**config.mk**
```make
export PLATFORM = sky130hd
export DESIGN_NAME = mac_top
export DESIGN_NICKNAME = d
export VERILOG_FILES = /design/src/design/mac_op_pkg.sv /design/src/design/mac_data_pkg.sv /design/src/design/mac_top.sv /design/src/design/cpa_resolve.sv /design/src/design/cs_accum.sv /design/src/design/compress_tree.sv /design/src/design/pp_gen.sv /design/src/design/csa42.sv
export VERILOG_INCLUDE_DIRS = /design/src /design/src/design
export SDC_FILE = /design/constraint.sdc
export NUM_CORES = 1
export LEC_CHECK = 0
export BUFFER_PORTS_ARGS = -buffer_cell sky130_fd_sc_hd__buf_4
export CAP_MARGIN = 20
export CORE_MARGIN = 10
export CORE_UTILIZATION = 31
export DETAILED_ROUTE_END_ITERATION = 12
export GPL_TIMING_DRIVEN = 1
export PLACE_DENSITY = 0.45
export SLEW_MARGIN = 10
export SYNTH_ARGS = -nofsm -noshare
export SYNTH_HDL_FRONTEND = slang
export SYNTH_SLANG_ARGS = --single-unit
```
**constraint.sdc**
```tcl
create_clock -name clk -period 10.9 [get_ports clk]
set_input_delay 1.635 -clock clk [delete_from_list [all_inputs] [get_ports clk]]
set_output_delay 1.635 -clock clk [all_outputs]
set_load 0.01 [all_outputs]
```
**src/design/mac_consts.svh**
```systemverilog
// Sizes fixed for an unsigned 8x8 MAC and the 24-bit accumulator wraps modulo 2^24
`ifndef MAC_CONSTS_SVH
`define MAC_CONSTS_SVH

//##########################################################################
// datapath widths
//##########################################################################
`define MAC_OP_W     8    // operand width
`define MAC_PP_ROWS  8    // one partial product per multiplier bit
`define MAC_PROD_W   16   // full unsigned product
`define MAC_ACC_W    24   // accumulator and result
`define MAC_HALF_W   12   // one carry-propagate stage, half of the accumulator

`endif
```
**src/design/mac_op_pkg.sv**
```systemverilog
// Three legal operation codes and 2'b11 must never be sent with a strobe
package mac_op_pkg;

   //##########################################################################
   // operation codes
   //##########################################################################
   typedef enum logic [1:0] {
      op_mul = 2'b00,   // load a times b
      op_mac = 2'b01,   // add a times b to the accumulator
      op_clr = 2'b10    // zero the accumulator
      // 2'b11 has no meaning
   } mac_op_e;

endpackage

```
**src/design/mac_data_pkg.sv**
```systemverilog
// Vector types only and all of them are unsigned with widths taken from mac_consts.svh
`include "mac_consts.svh"

package mac_data_pkg;

   //##########################################################################
   // operand and product vectors
   //##########################################################################
   typedef logic [`MAC_OP_W-1:0]   operand_t;   // one input operand
   typedef logic [`MAC_PROD_W-1:0] prod_t;      // a times b before extension

   //##########################################################################
   // accumulator width vectors
   //##########################################################################
   // sum and carry vectors, the accumulator and the result all share this width
   typedef logic [`MAC_ACC_W-1:0]  acc_t;

   // eight rows, each already shifted to its weight
   typedef acc_t [`MAC_PP_ROWS-1:0] pp_rows_t;

endpackage

```
**src/design/mac_top.sv**
```systemverilog
// No back-pressure so every strobe gives one result four edges later and sums wrap at 2^24
`timescale 1ns/1ps

module mac_top
   import mac_data_pkg::*;
   import mac_op_pkg::*;
(
   input  logic     clk,
   input  logic     rst_n,
   input  logic     in_valid,             // one cycle strobe
   input  operand_t a,
   input  operand_t b,
   input  mac_op_e  op,
   output acc_t     result,
   output logic     result_valid          // one cycle pulse
);

   //##########################################################################
   // stage nets
   //##########################################################################
   logic     pp_valid;                    // producer front end
   mac_op_e  pp_op;
   pp_rows_t rows;
   logic     prod_valid;                  // after reduction, same cycle
   mac_op_e  prod_op;
   acc_t     prod_s;
   acc_t     prod_c;
   logic     acc_valid;                   // buffer
   acc_t     acc_s;
   acc_t     acc_c;

   //##########################################################################
   // producer
   //##########################################################################
   pp_gen i_pp_gen (
      .clk        (clk),
      .rst_n      (rst_n),
      .in_valid   (in_valid),
      .a          (a),
      .b          (b),
      .op         (op),
      .pp_valid   (pp_valid),
      .pp_op      (pp_op),
      .rows       (rows)
   );

   compress_tree i_compress_tree (
      .rows       (rows),
      .pp_valid   (pp_valid),
      .pp_op      (pp_op),
      .prod_s     (prod_s),
      .prod_c     (prod_c),
      .prod_valid (prod_valid),
      .prod_op    (prod_op)
   );

   // buffer then consumer
   cs_accum i_cs_accum (
      .clk        (clk),
      .rst_n      (rst_n),
      .prod_valid (prod_valid),
      .prod_op    (prod_op),
      .prod_s     (prod_s),
      .prod_c     (prod_c),
      .acc_valid  (acc_valid),
      .acc_s      (acc_s),
      .acc_c      (acc_c)
   );

   cpa_resolve i_cpa_resolve (
      .clk          (clk),
      .rst_n        (rst_n),
      .acc_valid    (acc_valid),
      .acc_s        (acc_s),
      .acc_c        (acc_c),
      .result       (result),
      .result_valid (result_valid)
   );

endmodule

```
**src/design/cpa_resolve.sv**
```systemverilog
// Two cycle latency from acc_valid with the top carry of the high half dropped for the wrap
`timescale 1ns/1ps
`include "mac_consts.svh"

module cpa_resolve
   import mac_data_pkg::*;
(
   input  logic clk,
   input  logic rst_n,
   input  logic acc_valid,                // new accumulator state
   input  acc_t acc_s,
   input  acc_t acc_c,                    // weight one
   output acc_t result,                   // binary accumulator
   output logic result_valid              // two cycles after acc_valid
);

   //##########################################################################
   // stage one, low half
   //##########################################################################
   logic [`MAC_HALF_W:0]   lo_add;        // low sum with carry out on top
   logic [`MAC_HALF_W-1:0] lo_q;          // registered low result
   logic                   co_q;          // carry into the high half
   logic [`MAC_HALF_W-1:0] hi_s_q;        // high half of sum, delayed
   logic [`MAC_HALF_W-1:0] hi_c_q;        // high half of carry, delayed
   logic                   v1_q;          // stage one valid

   assign lo_add = {1'b0, acc_s[`MAC_HALF_W-1:0]} + {1'b0, acc_c[`MAC_HALF_W-1:0]};

   //##########################################################################
   // stage two, high half
   //##########################################################################
   logic [`MAC_HALF_W-1:0] hi_add;        // high result, carry out lost

   assign hi_add = hi_s_q + hi_c_q + {{(`MAC_HALF_W-1){1'b0}}, co_q};

   // valid pipeline
   always_ff @(posedge clk or negedge rst_n) begin
      if (!rst_n) begin
         v1_q         <= 1'b0;
         result_valid <= 1'b0;
      end else begin
         v1_q         <= acc_valid;
         result_valid <= v1_q;
      end
   end

   // payload pipeline
   always_ff @(posedge clk) begin
      if (acc_valid) begin
         lo_q   <= lo_add[`MAC_HALF_W-1:0];
         co_q   <= lo_add[`MAC_HALF_W];
         hi_s_q <= acc_s[`MAC_ACC_W-1:`MAC_HALF_W];
         hi_c_q <= acc_c[`MAC_ACC_W-1:`MAC_HALF_W];
      end
      if (v1_q) begin
         result <= {hi_add, lo_q};       // low half rides along one more cycle
      end
   end

   // split adder must match one full width add of the state two edges back
   a_result_sum : assert property (@(posedge clk) disable iff (!rst_n)
      result_valid |-> result == $past(acc_t'(acc_s + acc_c), 2))
      else $error("result differs from sum plus carry of its accumulator state");

endmodule

```
**src/design/cs_accum.sv**
```systemverilog
// Accumulator stays in carry-save form and an illegal op code leaves it unchanged
`timescale 1ns/1ps
`include "mac_consts.svh"

module cs_accum
   import mac_data_pkg::*;
   import mac_op_pkg::*;
(
   input  logic     clk,
   input  logic     rst_n,
   input  logic     prod_valid,           // new product this cycle
   input  mac_op_e  prod_op,
   input  acc_t     prod_s,
   input  acc_t     prod_c,               // weight one
   output logic     acc_valid,            // one pulse per operation
   output acc_t     acc_s,                // accumulator sum
   output acc_t     acc_c                 // accumulator carry, weight one
);

   //##########################################################################
   // merge row
   //##########################################################################
   acc_t mrg_s;                           // product plus accumulator, sum
   acc_t mrg_c;                           // product plus accumulator, carry

   // the intra-stage chain matters here since all four inputs are dense
   csa42 #(.N(`MAC_ACC_W)) i_csa_acc (
      .in0  (prod_s),
      .in1  (prod_c),
      .in2  (acc_s),
      .in3  (acc_c),
      .cin  (1'b0),
      .cout (),                           // modulo 2^24
      .s    (mrg_s),
      .c    (mrg_c)
   );

   //##########################################################################
   // accumulator state
   //##########################################################################
   always_ff @(posedge clk or negedge rst_n) begin
      if (!rst_n) begin
         acc_valid <= 1'b0;
         acc_s     <= '0;
         acc_c     <= '0;
      end else begin
         acc_valid <= prod_valid;         // clear pulses too
         if (prod_valid) begin
            case (prod_op)
               op_mul: begin              // load
                  acc_s <= prod_s;
                  acc_c <= prod_c;
               end
               op_mac: begin              // accumulate
                  acc_s <= mrg_s;
                  acc_c <= {mrg_c[`MAC_ACC_W-2:0], 1'b0};
               end
               op_clr: begin
                  acc_s <= '0;
                  acc_c <= '0;
               end
               default: ;                 // 2'b11 holds
            endcase
         end
      end
   end

   // an accumulate adds the product to the represented value, wrapping at 2^24
   a_mac_sum : assert property (@(posedge clk) disable iff (!rst_n)
      (prod_valid && prod_op == op_mac) |=>
         acc_t'(acc_s + acc_c) == $past(acc_t'(acc_s + acc_c + prod_s + prod_c)))
      else $error("accumulate lost the sum of product and accumulator");

endmodule

```
**src/design/compress_tree.sv**
```systemverilog
// Purely combinational and the dropped top carries give the modulo 2^24 wrap of the product
`timescale 1ns/1ps
`include "mac_consts.svh"

module compress_tree
   import mac_data_pkg::*;
   import mac_op_pkg::*;
(
   input  pp_rows_t rows,                 // eight weighted rows
   input  logic     pp_valid,
   input  mac_op_e  pp_op,
   output acc_t     prod_s,               // product sum vector
   output acc_t     prod_c,               // product carry already at weight one
   output logic     prod_valid,           // aligned copy of pp_valid
   output mac_op_e  prod_op
);

   //##########################################################################
   // first level
   //##########################################################################
   acc_t lo_s;                            // rows 0..3 sum
   acc_t lo_c;                            // rows 0..3 carry, weight two
   acc_t hi_s;                            // rows 4..7 sum
   acc_t hi_c;                            // rows 4..7 carry, weight two
   acc_t fin_c;                           // last level carry, weight two

   csa42 #(.N(`MAC_ACC_W)) i_csa_lo (
      .in0  (rows[0]),
      .in1  (rows[1]),
      .in2  (rows[2]),
      .in3  (rows[3]),
      .cin  (1'b0),
      .cout (),                           // weight 2^24 falls off
      .s    (lo_s),
      .c    (lo_c)
   );

   csa42 #(.N(`MAC_ACC_W)) i_csa_hi (
      .in0  (rows[4]),
      .in1  (rows[5]),
      .in2  (rows[6]),
      .in3  (rows[7]),
      .cin  (1'b0),
      .cout (),
      .s    (hi_s),
      .c    (hi_c)
   );

   //##########################################################################
   // second level
   //##########################################################################
   // carries move up one place to their real weight before merging
   csa42 #(.N(`MAC_ACC_W)) i_csa_fin (
      .in0  (lo_s),
      .in1  ({lo_c[`MAC_ACC_W-2:0], 1'b0}),
      .in2  (hi_s),
      .in3  ({hi_c[`MAC_ACC_W-2:0], 1'b0}),
      .cin  (1'b0),
      .cout (),
      .s    (prod_s),
      .c    (fin_c)
   );

   assign prod_c     = {fin_c[`MAC_ACC_W-2:0], 1'b0};   // top bit wraps away
   assign prod_valid = pp_valid;          // no register in this stage
   assign prod_op    = pp_op;

endmodule

```
**src/design/pp_gen.sv**
```systemverilog
// Unsigned operands only and rows keep the last captured operands while pp_valid is low
`timescale 1ns/1ps
`include "mac_consts.svh"

module pp_gen
   import mac_data_pkg::*;
   import mac_op_pkg::*;
(
   input  logic     clk,
   input  logic     rst_n,
   input  logic     in_valid,             // one cycle strobe
   input  operand_t a,                    // multiplicand
   input  operand_t b,                    // multiplier
   input  mac_op_e  op,
   output logic     pp_valid,             // high the cycle after the strobe
   output mac_op_e  pp_op,                // captured op
   output pp_rows_t rows                  // weighted partial products
);

   //##########################################################################
   // operand capture
   //##########################################################################
   operand_t a_q;                         // registered multiplicand
   operand_t b_q;                         // registered multiplier

   // strobe pipeline
   always_ff @(posedge clk or negedge rst_n) begin
      if (!rst_n) begin
         pp_valid <= 1'b0;
      end else begin
         pp_valid <= in_valid;
      end
   end

   // payload only moves on a strobe
   always_ff @(posedge clk) begin
      if (in_valid) begin
         a_q   <= a;
         b_q   <= b;
         pp_op <= op;
      end
   end

   //##########################################################################
   // partial product rows
   //##########################################################################
   // row k is a_q gated by b_q[k] and moved up k places,
   // it fits in the product width and is zero extended above that
   always_comb begin
      for (int k = 0; k < `MAC_PP_ROWS; k++) begin
         rows[k] = acc_t'(prod_t'(a_q & {`MAC_OP_W{b_q[k]}}) << k);
      end
   end

   // illegal code would silently leave the accumulator untouched downstream
   a_legal_op : assert property (@(posedge clk) disable iff (!rst_n)
      in_valid |-> op inside {op_mul, op_mac, op_clr})
      else $error("illegal op code with in_valid");

endmodule

```
**src/design/csa42.sv**
```systemverilog
// Unsigned bit vectors only and each bit is two plain full adders with cout weighing 2^N
`timescale 1ns/1ps

module csa42 #(
   parameter int N = 8                   // row width
) (
   input  logic [N-1:0] in0,
   input  logic [N-1:0] in1,
   input  logic [N-1:0] in2,
   input  logic [N-1:0] in3,
   input  logic         cin,             // enters the chain at bit 0
   output logic         cout,            // top carry of the first row
   output logic [N-1:0] s,               // sum
   output logic [N-1:0] c                // carry with weight two
);

   //##########################################################################
   // internal nets
   //##########################################################################
   logic [N-1:0] sum_int;                // first row sums
   logic [N:0]   carry_int;              // first row carries shifted up by one

   // chain ends
   assign carry_int[0] = cin;
   assign cout         = carry_int[N];

   //##########################################################################
   // two rows of full adders
   //##########################################################################
   // the first row carries go one position up into the second row,
   // so s + 2c + 2^N cout equals in0 + in1 + in2 + in3 + cin
   // no ripple here since carry_int[i+1] only sees first row inputs
   for (genvar i = 0; i < N; i++) begin : g_bit
      // row one adds in0, in1 and in2
      assign sum_int[i]     = in0[i] ^ in1[i] ^ in2[i];
      assign carry_int[i+1] = (in0[i] & in1[i]) |
                              (in0[i] & in2[i]) |
                              (in1[i] & in2[i]);

      // row two adds in3, the local sum and the carry from one bit down
      assign s[i] = in3[i] ^ sum_int[i] ^ carry_int[i];
      assign c[i] = (in3[i] & sum_int[i])     |
                    (in3[i] & carry_int[i])   |
                    (sum_int[i] & carry_int[i]);
   end

endmodule

```
==> impl_results.md <==
- Status: completed
- Synth Area per Inst: 12.1 sq um
- Drc violations: 0
- Worst-path maximum fanout: 8
- Hold Buf Count CTS: 0
- Diode count: 0
- Setup crit end kind: register
- Fmax: 0.223 GHz
- Max_cap viols: 0
- Total number of placement rows: 57
- Crit path DAT: 4.77 ns
- Layout Area Growth over Synthesis: 17.8%
- Die ar.: 31100 sq um
- Count leader, synth: inv_1
- First-pass GRT wire length: 25.1 mm
- Post-CTS Setup Bufs: 0
- Worst setup margin: 6.42 ns
- Clk Tree Root Cell: clkbuf_16
- Vias in the first global route: 4889
- RSZ-0062 raised after global routing: no
- Synth Area in Compound Gates: 8.85%
- Port-buffer cells: 45
- Total core area: 24200 sq um
- Synth Warn #: 0
- Synthesized cell area: 7570 sq um
- CP Launch Type: register
- Yosys top cell by area: edfxtp_1
- Clock slew at reported path FFs: 0.06 ns
- DP Worst Slack: 6.40 ns
- Final Max Tran Viols: 0
- Starting Density: 31.3%
- Synth Area in XOR/XNOR: 1.85%
- Routed WL: 14.4 mm
- CTS Buffer Depth: 2
- Layout Skew: 0.00885 ns
- Power, Total: 1.93 mW
- IO Count: 46
- DP HPWL: 10.8 mm
- Die Ht: 176 um
- Vias: 4539
- Pwr/cell area: 216 nW/um^2
- Setup CP Type: register to register
- Ranking of synthesized cells by area: edfxtp_1 (31%), fa_1 (17%), dfrtp_1 (17%)
- Maximum VDD drop: 0.000103 V
- Minimum clock period: 4.48 ns
- Most frequent cells after synthesis: inv_1 (91), edfxtp_1 (79), fa_1 (66), and2_1 (50), dfrtp_1 (50)
- H-tree levels: 4
- Placer congestion estimate: 0.809
- Post-Synth Simple-Gate Area: 10.5%
- Post-route ant nets: 0
- Synth Flop Type: edfxtp_1
- Largest family of logic cells by synthesized area: adder cells
- Required @ worst endpoint: 11.18 ns
- Yosys cell types: 42
- DRT iter0 DRCs: 242
- Final worst-path cycle share: 41.1%
- Layout cell share with drive strength beyond 1: 12.6%
- Largest net degree at the start of global routing: 51
- Antenna violations before repair: 0
- Worst-margin pin slew: 0.638 ns
- Nets@finish: 815
- Total CTS buffers: 17
- Inst Count DP: 981
- Setup TNS Final: 0 ns
- GRT Overall Usage: 9.99%
- Register area share after synthesis: 47.8%
- Drt wl/cell: 14.2 um
- # setup viols final: 0
- Drt pass-1 iters: 4
- Clock Latency Late Sink: 0.42 ns
- Clk sink count: 129
- Final non-filler cell total: 1016
- Chip Width: 176 um
- Via density: 4.47
- Rel. slew slack: 57.4%
- Hold Crit Class: register to register
- Synth Area in Adders: 25.5%
- Synthesized instance count: 625
- FF+latch count, synth: 129
- Post-synthesis async set-or-reset flop share: 38.8%
- CTS tree: yes
- Syn_nets: 761
- Mux contribution to synthesized area: 0%
- Post-synth EDFFs: 79
- Fin. Hold Viols: 0
- Share of the synthesized area in the top cell type: 31.3%
- Fill count: 2343
- Post-cts resize count: 0
- Gr ovfl total: 0
- Lkg Pwr: 4.00 nW
state kept, by name, summed over array words and instances (netlist names), 2 cells and up:
signal	cells
i_cpa_resolve.result	24
i_cpa_resolve.hi_c_q	12
i_pp_gen.a_q	8
i_cs_accum.acc_s	24
i_pp_gen.b_q	8
i_cpa_resolve.hi_s_q	12
i_cpa_resolve.lo_q	12
i_cs_accum.acc_c	22
i_pp_gen.pp_op	2
layer usage:
layer	global-route usage [%]	up-vias	wire, um
met5	0	-	0
met4	4.17	0	292
met3	2.65	20	530
met2	15.2	86	6570
met1	13.2	2207	7040
li1	-	2226	-
final timing paths:
| check | start | end | slack, ns | cells past startpoint |
|---|---|---|---|---|
| worst max-delay path | i_pp_gen.a_q[7] | i_cs_accum.acc_s[7] | 6.42 | 13 |
| worst min-delay path | i_pp_gen.pp_valid | i_cs_accum.acc_valid | 0.40 | 0 |
| min in group asynchronous | rst_n | i_cs_accum.acc_s[3] | 1.24 | 1 |
| worst min register to register | i_pp_gen.pp_valid | i_cs_accum.acc_valid | 0.40 | 0 |
| worst max register to register | i_pp_gen.a_q[7] | i_cs_accum.acc_s[7] | 6.42 | 13 |
| max in group asynchronous | rst_n | i_cs_accum.acc_c[19] | 9.23 | 1 |
area by class of cell:
type                       count  area [sq um]  area share, %
inverter                      91           342           3.83
timing repair buffer          52           418           4.68
multi-input combinational    388          3540           39.7
clock buffer                  18           439           4.92
sequential                   129          3620           40.6
clock inverter                14           155           1.74
tap                          324           405           4.54
power breakdown:
| group | total (mW) | switching [mW] | internal [mW] |
|---|---|---|---|
| Combinational | 0.679 | 0.375 | 0.304 |
| Clock | 0.571 | 0.225 | 0.345 |
| Sequential | 0.676 | 0.0545 | 0.621 |
| Total | 1.93 | 0.655 | 1.27 |
logic make-up after synthesis:
kind of cell	count (synthesis)
flip-flops	129
adder cells (fa/ha/maj)	115
XOR/XNOR	16
AO/OA/AOI/OAI	97
AND/OR/NAND/NOR	160
buffers and inverters	108
per-stage QoR:
step           util, %  hold slack (ns)  area [sq um]
2_1_floorplan        -            0.368          7570
3_3_place_gp      34.3            0.379          8280
3_5_place_dp      34.3            0.389          8280
4_1_cts           36.7            0.402          8880
5_1_grt           36.9            0.421          8930
6_report          36.9            0.399          8930
worst max-delay path: stages (launching register included):
cell and delay [ns]:
edfxtp_1 0.49, and2_1 0.23, fa_1 0.54, inv_1 0.05
fa_1 0.50, inv_1 0.06, fa_1 0.49, fa_1 0.55
inv_1 0.07, fa_1 0.51, inv_1 0.06, fa_1 0.46
a221oi_1 0.28, a21oi_1 0.06
cells in the final DEF (no fill, tap or decap), types with 17 or more instances in the layout:
cell / Yosys / layout
inv_1: 91 / 91
edfxtp_1: 79 / 79
fa_1: 66 / 66
and2_1: 50 / 50
dfrtp_1: 50 / 50
buf_4: 0 / 50
ha_1: 49 / 49
nand2_1: 40 / 40
nor2_1: 40 / 40
a21oi_1: 22 / 22
o21ai_0: 22 / 22
a221oi_1: 17 / 17
clkbuf_16: 0 / 17
No activity file was read; power rests on OpenSTA's default activity.
